### config.mk
export PLATFORM = sky130hd
export DESIGN_NAME = hawkeye_top
export DESIGN_NICKNAME = d
export VERILOG_FILES = /design/src/hw/hawkeye_pkg.sv /design/src/hw/hawkeye_stream_fifo.sv /design/src/hw/hawkeye_uart_tx.sv /design/src/hw/hawkeye_periph.sv /design/src/hw/hawkeye_top.sv
export VERILOG_INCLUDE_DIRS = /design/src /design/src/hw
export SDC_FILE = /design/constraint.sdc
export NUM_CORES = 1
export LEC_CHECK = 0
export BUFFER_PORTS_ARGS = -buffer_cell sky130_fd_sc_hd__buf_2
export CORE_MARGIN = 3
export CORE_UTILIZATION = 40
export CTS_CLUSTER_SIZE = 8
export DETAILED_ROUTE_END_ITERATION = 16
export PLACE_DENSITY_LB_ADDON = 0.12
export SYNTH_ARGS = -nofsm -noshare
export SYNTH_HDL_FRONTEND = slang
export SYNTH_SLANG_ARGS = --single-unit
### constraint.sdc
create_clock -name clk_i -period 5.3 [get_ports clk_i]
set_input_delay 0.53 -clock clk_i [delete_from_list [all_inputs] [get_ports clk_i]]
set_output_delay 0.53 -clock clk_i [all_outputs]
set_load 0.01 [all_outputs]
### src/hw/hawkeye_macros.svh
`ifndef HAWKEYE_MACROS_SVH
`define HAWKEYE_MACROS_SVH

// Stream word widths.
`define HAWKEYE_DIN_WIDTH  32
`define HAWKEYE_DOUT_WIDTH 32

// Entries per stream FIFO.
`define HAWKEYE_FIFO_DEPTH 8

`define HAWKEYE_UART_DIV 16 // Clock cycles per UART bit.

// Host bus address and register map.
`define HAWKEYE_ADDR_WIDTH 4
`define HAWKEYE_REG_DATA   4'h0
`define HAWKEYE_REG_STATUS 4'h4
`define HAWKEYE_REG_UART   4'h8
`define HAWKEYE_REG_CTRL   4'hC

`endif

### src/hw/hawkeye_pkg.sv
`default_nettype none

`include "hawkeye_macros.svh"

package hawkeye_pkg;

    // Stream words.
    typedef logic [`HAWKEYE_DIN_WIDTH-1:0]  din_t;
    typedef logic [`HAWKEYE_DOUT_WIDTH-1:0] dout_t;

    // Host bus request that is accepted on req_i && gnt_o.
    typedef struct packed {
        logic [`HAWKEYE_ADDR_WIDTH-1:0] addr;
        logic                           we;
        logic [3:0]                     be;
        logic [31:0]                    wdata;
    } bus_req_t;

    typedef struct packed {
        logic [31:0] rdata;
    } bus_rsp_t;

    typedef enum logic [`HAWKEYE_ADDR_WIDTH-1:0] {
        REG_DATA   = `HAWKEYE_REG_DATA,
        REG_STATUS = `HAWKEYE_REG_STATUS,
        REG_UART   = `HAWKEYE_REG_UART,
        REG_CTRL   = `HAWKEYE_REG_CTRL
    } reg_addr_e;

    // STATUS register layout with rx_level in the low byte.
    typedef struct packed {
        logic [12:0] reserved;
        logic        uart_busy;
        logic        tx_full;
        logic        rx_empty;
        logic [7:0]  tx_level;
        logic [7:0]  rx_level;
    } status_t;

    typedef enum logic [1:0] {
        UART_IDLE,
        UART_START,
        UART_DATA,
        UART_STOP
    } uart_state_e;

endpackage

`default_nettype wire

### src/hw/hawkeye_stream_fifo.sv
`timescale 1ns/1ps
`default_nettype none

module hawkeye_stream_fifo #(
    parameter int Width = 32,
    parameter int Depth = 8
) (
    input  logic             clk_i,
    input  logic             rst_n_i,
    input  logic             flush_i,

    input  logic [Width-1:0] in_data_i,
    input  logic             in_valid_i,
    output logic             in_ready_o,

    output logic [Width-1:0] out_data_o,
    output logic             out_valid_o,
    input  logic             out_ready_i,

    output logic [7:0]       level_o
);

    localparam int PtrW = (Depth > 1) ? $clog2(Depth) : 1;
    localparam int CntW = $clog2(Depth + 1);

    logic [Width-1:0] mem_q [Depth];
    logic [PtrW-1:0]  wr_ptr_q;
    logic [PtrW-1:0]  rd_ptr_q;
    logic [CntW-1:0]  count_q;
    logic             push;
    logic             pop;

    // Pointers wrap at Depth, which need not be a power of two.
    function automatic logic [PtrW-1:0] next_ptr(input logic [PtrW-1:0] ptr);
        if (ptr == PtrW'(Depth - 1)) begin
            return '0;
        end
        return ptr + 1'b1;
    endfunction

    assign in_ready_o  = (count_q != CntW'(Depth));
    assign out_valid_o = (count_q != '0);
    assign out_data_o  = mem_q[rd_ptr_q]; // Head shown without a pop.
    assign level_o     = 8'(count_q);

    assign push = in_valid_i && in_ready_o;
    assign pop  = out_valid_o && out_ready_i;

    always_ff @(posedge clk_i or negedge rst_n_i) begin
        if (!rst_n_i) begin
            wr_ptr_q <= '0;
            rd_ptr_q <= '0;
            count_q  <= '0;
        end else if (flush_i) begin
            wr_ptr_q <= '0;
            rd_ptr_q <= '0;
            count_q  <= '0;
        end else begin
            if (push) wr_ptr_q <= next_ptr(wr_ptr_q);
            if (pop) rd_ptr_q <= next_ptr(rd_ptr_q);
            case ({push, pop})
                2'b10:   count_q <= count_q + 1'b1;
                2'b01:   count_q <= count_q - 1'b1;
                default: count_q <= count_q;
            endcase
        end
    end

    always_ff @(posedge clk_i) begin
        if (push) begin
            mem_q[wr_ptr_q] <= in_data_i;
        end
    end

endmodule

`default_nettype wire

### src/hw/hawkeye_uart_tx.sv
`timescale 1ns/1ps
`default_nettype none

`include "hawkeye_macros.svh"

module hawkeye_uart_tx (
    input  logic       clk_i,
    input  logic       rst_n_i,

    input  logic       start_i,
    input  logic [7:0] byte_i,
    output logic       busy_o,

    output logic       tx_o
);

    localparam int Div    = `HAWKEYE_UART_DIV;
    localparam int TimerW = (Div > 1) ? $clog2(Div) : 1;

    hawkeye_pkg::uart_state_e state_q;

    logic [TimerW-1:0] timer_q;
    logic [2:0]        idx_q;
    logic [7:0]        shift_q;
    logic              tx_q;
    logic              bit_done;

    assign bit_done = (timer_q == TimerW'(Div - 1)); // Last cycle of a bit.
    assign busy_o   = (state_q != hawkeye_pkg::UART_IDLE);
    assign tx_o     = tx_q;

    // The line is registered so that it never glitches between bits.
    always_ff @(posedge clk_i or negedge rst_n_i) begin
        if (!rst_n_i) begin
            state_q <= hawkeye_pkg::UART_IDLE;
            timer_q <= '0;
            idx_q   <= '0;
            tx_q    <= 1'b1;
        end else begin
            case (state_q)
                hawkeye_pkg::UART_IDLE: begin
                    if (start_i) begin
                        state_q <= hawkeye_pkg::UART_START;
                        timer_q <= '0;
                        tx_q    <= 1'b0; // Start bit.
                    end
                end
                hawkeye_pkg::UART_START: begin
                    if (bit_done) begin
                        state_q <= hawkeye_pkg::UART_DATA;
                        timer_q <= '0;
                        idx_q   <= '0;
                        tx_q    <= shift_q[0];
                    end else begin
                        timer_q <= timer_q + 1'b1;
                    end
                end
                hawkeye_pkg::UART_DATA: begin
                    if (bit_done) begin
                        timer_q <= '0;
                        idx_q   <= idx_q + 1'b1;
                        if (idx_q == 3'd7) begin
                            state_q <= hawkeye_pkg::UART_STOP;
                            tx_q    <= 1'b1; // Stop bit.
                        end else begin
                            tx_q <= shift_q[1];
                        end
                    end else begin
                        timer_q <= timer_q + 1'b1;
                    end
                end
                default: begin
                    if (bit_done) begin
                        state_q <= hawkeye_pkg::UART_IDLE;
                        timer_q <= '0;
                    end else begin
                        timer_q <= timer_q + 1'b1;
                    end
                end
            endcase
        end
    end

    // LSB first.
    always_ff @(posedge clk_i) begin
        if (state_q == hawkeye_pkg::UART_IDLE && start_i) begin
            shift_q <= byte_i;
        end else if (state_q == hawkeye_pkg::UART_DATA && bit_done) begin
            shift_q <= {1'b0, shift_q[7:1]};
        end
    end

endmodule

`default_nettype wire

### src/hw/hawkeye_periph.sv
`timescale 1ns/1ps
`default_nettype none

`include "hawkeye_macros.svh"

module hawkeye_periph (
    input  logic                  clk_i,
    input  logic                  rst_n_i,

    // Host bus.
    input  logic                  req_i,
    output logic                  gnt_o,
    input  hawkeye_pkg::bus_req_t req_data_i,
    output logic                  rvalid_o,
    input  logic                  rready_i,
    output hawkeye_pkg::bus_rsp_t rsp_o,

    // DIN
    input  hawkeye_pkg::din_t     din_i,
    input  logic                  din_valid_i,
    output logic                  din_ready_o,

    // DOUT
    output hawkeye_pkg::dout_t    dout_o,
    output logic                  dout_valid_o,
    input  logic                  dout_ready_i,

    // UART transmitter.
    output logic                  uart_start_o,
    output logic [7:0]            uart_byte_o,
    input  logic                  uart_busy_i
);

    hawkeye_pkg::reg_addr_e addr_e;
    hawkeye_pkg::din_t      rx_data;
    hawkeye_pkg::dout_t     tx_data;
    hawkeye_pkg::status_t   status;
    hawkeye_pkg::bus_rsp_t  rsp_q;

    logic        accept;
    logic        stall;
    logic        is_rd;
    logic        is_wr;
    logic        rx_valid;
    logic        rx_pop;
    logic        tx_push;
    logic        tx_ready;
    logic        flush;
    logic [7:0]  rx_level;
    logic [7:0]  tx_level;
    logic [31:0] rdata_d;
    logic        rvalid_q;

    assign addr_e = hawkeye_pkg::reg_addr_e'(req_data_i.addr);
    assign is_wr  = req_data_i.we;
    assign is_rd  = !req_data_i.we;

    // A full TX FIFO or a busy transmitter holds off only the write that needs it.
    assign stall = (is_wr && addr_e == hawkeye_pkg::REG_DATA && !tx_ready)
                || (is_wr && addr_e == hawkeye_pkg::REG_UART && uart_busy_i);

    assign gnt_o  = !rvalid_q && !(req_i && stall);
    assign accept = req_i && gnt_o;

    assign rx_pop  = accept && is_rd && addr_e == hawkeye_pkg::REG_DATA && rx_valid;
    assign tx_push = accept && is_wr && addr_e == hawkeye_pkg::REG_DATA;
    assign tx_data = hawkeye_pkg::dout_t'(req_data_i.wdata);
    assign flush   = accept && is_wr && addr_e == hawkeye_pkg::REG_CTRL
                  && req_data_i.wdata[0];

    assign uart_start_o = accept && is_wr && addr_e == hawkeye_pkg::REG_UART
                       && req_data_i.be[0];
    assign uart_byte_o  = req_data_i.wdata[7:0];

    always_comb begin
        status           = '0;
        status.rx_level  = rx_level;
        status.tx_level  = tx_level;
        status.rx_empty  = !rx_valid;
        status.tx_full   = !tx_ready;
        status.uart_busy = uart_busy_i;
    end

    // Writes and the UART/CTRL reads answer zero.
    always_comb begin
        rdata_d = '0;
        if (is_rd) begin
            case (addr_e)
                hawkeye_pkg::REG_DATA:   if (rx_valid) rdata_d = 32'(rx_data);
                hawkeye_pkg::REG_STATUS: rdata_d = status;
                default:                 rdata_d = '0;
            endcase
        end
    end

    always_ff @(posedge clk_i or negedge rst_n_i) begin
        if (!rst_n_i) begin
            rvalid_q <= 1'b0;
        end else if (accept) begin
            rvalid_q <= 1'b1;
        end else if (rready_i) begin
            rvalid_q <= 1'b0;
        end
    end

    always_ff @(posedge clk_i) begin
        if (accept) rsp_q.rdata <= rdata_d; // Held until taken.
    end

    assign rvalid_o = rvalid_q;
    assign rsp_o    = rsp_q;

    hawkeye_stream_fifo #(
        .Width ($bits(hawkeye_pkg::din_t)),
        .Depth (`HAWKEYE_FIFO_DEPTH)
    ) i_rx_fifo (
        .clk_i       (clk_i),
        .rst_n_i     (rst_n_i),
        .flush_i     (flush),
        .in_data_i   (din_i),
        .in_valid_i  (din_valid_i),
        .in_ready_o  (din_ready_o),
        .out_data_o  (rx_data),
        .out_valid_o (rx_valid),
        .out_ready_i (rx_pop),
        .level_o     (rx_level)
    );

    hawkeye_stream_fifo #(
        .Width ($bits(hawkeye_pkg::dout_t)),
        .Depth (`HAWKEYE_FIFO_DEPTH)
    ) i_tx_fifo (
        .clk_i       (clk_i),
        .rst_n_i     (rst_n_i),
        .flush_i     (flush),
        .in_data_i   (tx_data),
        .in_valid_i  (tx_push),
        .in_ready_o  (tx_ready),
        .out_data_o  (dout_o),
        .out_valid_o (dout_valid_o),
        .out_ready_i (dout_ready_i),
        .level_o     (tx_level)
    );

endmodule

`default_nettype wire

### src/hw/hawkeye_top.sv
`timescale 1ns/1ps
`default_nettype none

module hawkeye_top (
    input  logic                  clk_i,
    input  logic                  rst_n_i,

    output logic                  uart_tx_o,

    // Host bus.
    input  logic                  req_i,
    output logic                  gnt_o,
    input  hawkeye_pkg::bus_req_t req_data_i,
    output logic                  rvalid_o,
    input  logic                  rready_i,
    output hawkeye_pkg::bus_rsp_t rsp_o,

    // DIN
    input  hawkeye_pkg::din_t     din_i,
    input  logic                  din_valid_i,
    output logic                  din_ready_o,

    // DOUT
    output hawkeye_pkg::dout_t    dout_o,
    output logic                  dout_valid_o,
    input  logic                  dout_ready_i
);

    logic       uart_start;
    logic [7:0] uart_byte;
    logic       uart_busy;

    hawkeye_periph i_periph (
        .clk_i   (clk_i),
        .rst_n_i (rst_n_i),

        .req_i      (req_i),
        .gnt_o      (gnt_o),
        .req_data_i (req_data_i),
        .rvalid_o   (rvalid_o),
        .rready_i   (rready_i),
        .rsp_o      (rsp_o),

        .din_i       (din_i),
        .din_valid_i (din_valid_i),
        .din_ready_o (din_ready_o),

        .dout_o       (dout_o),
        .dout_valid_o (dout_valid_o),
        .dout_ready_i (dout_ready_i),

        .uart_start_o (uart_start),
        .uart_byte_o  (uart_byte),
        .uart_busy_i  (uart_busy)
    );

    hawkeye_uart_tx i_uart_tx (
        .clk_i   (clk_i),
        .rst_n_i (rst_n_i),
        .start_i (uart_start),
        .byte_i  (uart_byte),
        .busy_o  (uart_busy),
        .tx_o    (uart_tx_o)
    );

endmodule

`default_nettype wire

After elaboration in Yosys (flattened, before gate mapping). Memory sizes are Yosys's and may differ from the RTL's. Index checks and enable logic that the tools add are counted.

Add/subtract/negate cells: 10. Equal/unequal tests: 21. Multiplexer cells: 59. Reduce and logical (&&, ||, !) cells: 47.

Operators by type and width (count): $pmux 32 s2 (1); $mux 3 (18); $mux 32 (1); $logic_and 1x1->1 (22); $mux 1 (22); $mux 4 (5); $reduce_bool 2->1 (9); $mux 8 (2); $pmux 4 s2 (2); $add 3x1->3 const B (5); $eq 3x3->1 const B (5); $add 4x1->4 const B (3); $eq 4x4->1 const B (3); $mux 2 (5); $reduce_bool 3->1 (3); $ne 2x1->1 const B (4); $ne 4x4->1 const B (2); $reduce_bool 4->1 (2); $sub 4x1->4 const B (2); $eq 2x1->1 const B (3); $eq 2x2->1 const B (3); $pmux 2 s3 (1); $pmux 3 s2 (1); $logic_not 1->1 (5); 8 further kinds (8).

Register bits: 71. RAM bits: 512. Input bits: 79. Output and inout port bits: 69. Logic and storage cells: 152. Memories kept: 2.

Memories: i_periph.i_rx_fifo.mem_q (words 8, bits a word 32, read ports 1, clocked after Yosys merged registers in 0, write ports 1, RTL line hawkeye_stream_fifo.sv:26) `logic [Width-1:0] mem_q [Depth];`; i_periph.i_tx_fifo.mem_q (words 8, bits a word 32, read ports 1, clocked after Yosys merged registers in 0, write ports 1, RTL line hawkeye_stream_fifo.sv:26).

Longest topological paths before layout.
Word-level depth: 17. Depth in mapped cells: 11. Gate-level depth less buffers: 10.

Hierarchy. Synthesis repeated with hierarchy kept, for this count alone.

Cell total of the unflattened synthesis: 1111. Area, all modules: 23161.0 um^2.

Modules (own cells, without submodules): hawkeye_stream_fifo at i_periph.i_rx_fifo (instances 1, cells an instance 455, area each 10332.4 um^2, seq. area each 7937.6 um^2); hawkeye_stream_fifo at i_periph.i_tx_fifo (instances 1, cells an instance 456, area each 10323.7 um^2, seq. area each 7937.6 um^2); hawkeye_periph (instances 1, cells an instance 123, area each 1550.2 um^2, seq. area each 985.9 um^2); hawkeye_uart_tx (instances 1, cells an instance 77, area each 954.7 um^2, seq. area each 491.7 um^2).

Worst setup path after synthesis. No wires, ideal clock.

Kind: register to register. Start point: register i_periph.i_rx_fifo.count_q[0]. End point: memory i_periph.i_rx_fifo.mem_q[0][0] (enable). Library setup time: 0.501 ns. Arrival: 4.020 ns. Data required time: 4.799 ns. Slack: 0.778 ns. Stages on the path, launching flop included: 5. Buffers on the path: 1. Period minus slack after synthesis: 4.522 ns. Path through: dfrtp_1 or4b_1 clkbuf_1 nand2_2 nor4_1.

Longest elaborated chain between the ends: 4.

Ends and longest elaborated chain: start, declared (RTL line hawkeye_stream_fifo.sv:29) `logic [CntW-1:0] count_q;`; start signal, assigned (RTL line hawkeye_stream_fifo.sv:62) `2'b10: count_q <= count_q + 1'b1;`; start signal, assigned (RTL line hawkeye_stream_fifo.sv:63) `2'b01: count_q <= count_q - 1'b1;`; start signal, assigned (RTL line hawkeye_stream_fifo.sv:64) `default: count_q <= count_q;`; $ne 4x4->1 (RTL line hawkeye_stream_fifo.sv:41) `assign in_ready_o = (count_q != CntW'(Depth));`; via din_ready_o (RTL line hawkeye_top.sv:21) `output logic din_ready_o,`; $logic_and 1x1->1 (RTL line hawkeye_stream_fifo.sv:46) `assign push = in_valid_i && in_ready_o;`; $mux 1 (RTL line hawkeye_stream_fifo.sv:70) `if (push) begin`; $mux 1 (implied by the code) (RTL line hawkeye_stream_fifo.sv:71) `mem_q[wr_ptr_q] <= in_data_i;`; end, declared (RTL line hawkeye_stream_fifo.sv:26).

The timed path passes the listed nets, and every way through them passes these cells.

Worst setup path in the final report.
Start point: register i_periph.i_tx_fifo.rd_ptr_q[0]. End point: output dout_o[2].

Longest elaborated chain between the ends: 1.

Ends and longest elaborated chain: start, declared (RTL line hawkeye_stream_fifo.sv:28) `logic [PtrW-1:0] rd_ptr_q;`; start signal, assigned (RTL line hawkeye_stream_fifo.sv:60) `if (pop) rd_ptr_q <= next_ptr(rd_ptr_q);`; $mem_v2 8x32; end, declared (RTL line hawkeye_top.sv:24) `output hawkeye_pkg::dout_t dout_o,`.

No other way between the ends.

==> impl_results.md <==
- Sequential area share after synthesis: between 70% and 80%
- Starting Density: between 40% and 50%
- Min Tclk post-route: about 3800 ps
- FF-to-FF Start: i_periph.i_tx_fifo.count_q[1]
- EDFF count, synth: 552
- I/O pins: approximately 150
- R2r endpoint: i_periph.i_tx_fifo.count_q[3]
- Yosys warns: 0
- Crit-path slowest cell: dfrtp_4
- First-pass GRT wire length: 72100 µm
- Drt pass-1 iters: 5
- Post-synth top cells: edfxtp_1, mux4_2, nor2_1
- Nets: ~1400
- Combinational cell fraction of total power: ~18%
- 1st-iter DRT viols: slightly above 700
- Maximum VDD drop: about 0.00025 V
- Clock-pin slew on the worst setup and hold paths: approximately 50 ps
- Worst Setup Start Kind: flop
- Final Hold Violating Endpoints: 0
- Std cell rows: 86
- Clock Latency Late Sink: 600 ps
- CTS H-tree depth: 3
- Synthesized area per cell: between 20 and 25 µm²
- Count of cell types in the netlist: between 50 and 60
- Root buffer cell: clkbuf_16
- Post-route cell area: approximately 0.027 mm²
- Final period util: between 70% and 80%
- Crit path capture type: output port
- Sw frac: 25.8%
- CTS Sinks: 583
- Final setup fails: 0
- Crit path launch: i_periph.i_tx_fifo.rd_ptr_q[0]
- Hold Buf Count CTS: 0
- Worst clock skew: ~19 ps
- CP arrival: roughly 3300 ps
- Setup TNS: 0 ps
- Chip Width: 244 µm
- Cell with the most instances after synthesis: edfxtp_1
- Post-layout total power: 12.9 mW
- #FFs+latches synth: between 500 and 600
- Seq pwr share: 45.9%
- IO Port Bufs: roughly 140
- Flop-to-flop setup slack: between 2000 and 2500 ps
- Outcome: finished, final reports clean
- Crit path to: dout_o[2]
- Layout cells sized above 1: 35.5%
- Slew @ Worst Pin: 1150 ps
- Area Growth Syn to Fin: 17.4%
- Area of the multi-input gates: between 0.005 and 0.006 mm²
- Placed cell area: 0.0244 mm²
- Total number of vias: ~11000
- Number of global-route vias before repair: between 10000 and 15000
- Core area: between 0.05 and 0.06 mm²
- Post-synth top flop: edfxtp_1
- Max stage delay on crit path: 1030 ps
- Grt met2 use: a little over a quarter
- Num CTS Buffers: approximately 80
- Worst r2r path cells: 9
- Clock share of power: 36.2%
- Post-synth top area share: between 70% and 80%
- Routed wire length: ~47000 µm
- Area leader, netlist: edfxtp_1
- Total Die Area: ~0.060 mm²
- Synth Instances: 1063
- Max Freq: between 0.2 and 0.3 GHz
- CP Class: reg2out
- Int Power: 9.54 mW
- Synth async-reset ratio: ~5.3%
- Mapped Area: around 0.023 mm²
- Max Cap Viol: 0
- Chip height: approximately 240 µm
- Post-route DRC violation count: 0
- CP required: about 4800 ps
- Final Max Tran Viols: 0
- P per Cell Area: 481 mW/mm²
- Final ANT Viol Nets: 0
- Global Route met3 Usage: under 10%
- GR Layer Usage met1: 20.9%
- RSZ-0062 raised after global routing: no
- Post-CTS Setup Repair Bufs: 0
- Post-DP HPWL: about 26000 µm
- Pin count of the biggest net entering global routing: ~50
- GRT Residual Overflow: 0
- Crit Path Max Fanout: 47
- Cts repair resizes: 0
- Via density: between 5 and 6
- FF+latch area: around 0.017 mm²
- Total GRT Usage: 16.2%
- Syn Nets: about 1200
- Largest cells by area after synthesis: edfxtp_1, mux4_2, dfrtp_1
- Filler cells: approximately 4700
- Min-Delay Path Class: in2async
- Most used routing layer: met2
- Initial antenna violation count: 11
- Max Root-Sink Buffers: 3
- Net switching power: approximately 3.3 mW
- Slew HR: about 23%
- Wire per inst: around 23 µm
- Static Leak: between 8 and 9 nW
- Critical-path cell list: buf_4, mux4_2, mux2_2, buf_2
- Routability cong.: about 0.7
- CTS tree: done
## stage by stage
stage	hold slack (ps)	util, %	worst slack (ps)	cells
after floorplan	234	-	778	1063
after global placement	502	43.9	2020	1930
after detailed placement	498	43.9	2020	1930
after CTS	1.90	48.0	1360	2039
after global routing	44.8	48.0	1240	2040
final	1.44	48.0	1520	2042
## worst min-delay path by stage
stage / from / slack, ps / cells past startpoint / to
2_1_floorplan: rst_n_i / 230 / 0 / i_periph.i_rx_fifo.count_q[0]
3_5_place_dp: i_uart_tx.timer_q[3] / 500 / 1 / i_uart_tx.timer_q[3]
3_3_place_gp: i_uart_tx.timer_q[3] / 500 / 1 / i_uart_tx.timer_q[3]
4_1_cts: rst_n_i / 2 / 1 / i_periph.i_rx_fifo.wr_ptr_q[1]
5_1_grt: rst_n_i / 40 / 1 / i_periph.i_rx_fifo.wr_ptr_q[0]
6_report: rst_n_i / 1 / 1 / i_periph.i_rx_fifo.wr_ptr_q[0]
## power groups by stage
| stage | combinational [mW] | sequential (mW) | clock [mW] |
|---|---|---|---|
| 3_5_place_dp | 2.35 | 6.02 | 0 |
| 4_1_cts | 2.36 | 5.93 | 4.81 |
| 6_report | 2.29 | 5.90 | 4.66 |
| 5_1_grt | 2.50 | 5.98 | 5.01 |
| 3_3_place_gp | 2.33 | 6.00 | 0 |
| 2_1_floorplan | 1.88 | 5.69 | 0 |
## critical path: cells and delay by family (launching register included)
kind,cells,cell delay [ps]
flip-flops,1,1030
multiplexers,2,860
buffers and inverters,2,690
## sequential cells by signal, summed over array words and instances, names as in the netlist
| signal | count |
|---|---|
| i_periph.i_tx_fifo.mem_q | 256 |
| i_periph.i_rx_fifo.mem_q | 256 |
| i_uart_tx.state_q | 2 |
| i_periph.i_rx_fifo.count_q | 4 |
| i_uart_tx.timer_q | 4 |
| i_periph.i_rx_fifo.wr_ptr_q | 3 |
| i_uart_tx.idx_q | 3 |
| i_periph.i_tx_fifo.count_q | 4 |
| i_periph.i_tx_fifo.wr_ptr_q | 3 |
| i_periph.i_tx_fifo.rd_ptr_q | 3 |
| i_periph.rvalid_o | 1 |
| i_periph.rsp_o | 32 |
| i_periph.i_rx_fifo.rd_ptr_q | 3 |
| i_uart_tx.shift_q | 8 |
| i_uart_tx.tx_o | 1 |
## area by class of cell
type	count	share of cell area (%)
repair buffers	166	3.32
inverters	10	0.141
flip-flops and latches	583	65.1
clock buffers	105	8.25
well taps	748	3.51
clock inverters	4	0.216
diodes	3	0.0281
multi-input cells	423	19.5
## logic make-up (layout without fill, tap and decap cells)
kind of cell             after synthesis  after routing  synth area share [%]
multiplexers                         206            206                  16.3
buffers and inverters                 57            285                  1.35
other                                  0              3                     0
XOR/XNOR                               5              5                 0.193
adder cells (fa/ha/maj)               23             23                  1.30
flip-flops                           583            583                  76.3
AND/OR/NAND/NOR                      136            136                  3.07
AO/OA/AOI/OAI                         53             53                  1.48
## metal layers
layer	routed length, µm	vias up
met1	19800	5572
met5	114	-
met2	23800	233
li1	-	4781
met3	2560	102
met4	1050	18
## placed cells by master (no fill, tap or decap), types with 4 or more instances in the layout
master	count
nand3_1	15
buf_2	144
nand2_1	31
a21oi_1	14
nor3_2	7
nor2_4	10
o22ai_1	4
nor2_1	33
mux4_2	128
a22o_1	5
ha_1	22
edfxtp_1	552
inv_1	10
mux2i_1	36
nand2b_1	9
o21ai_0	18
dfrtp_1	24
clkbuf_1	20
buf_4	22
dfrtp_4	4
mux2_2	40
nand4_1	5
clkbuf_16	85
Power figures use the tool's default switching activity.
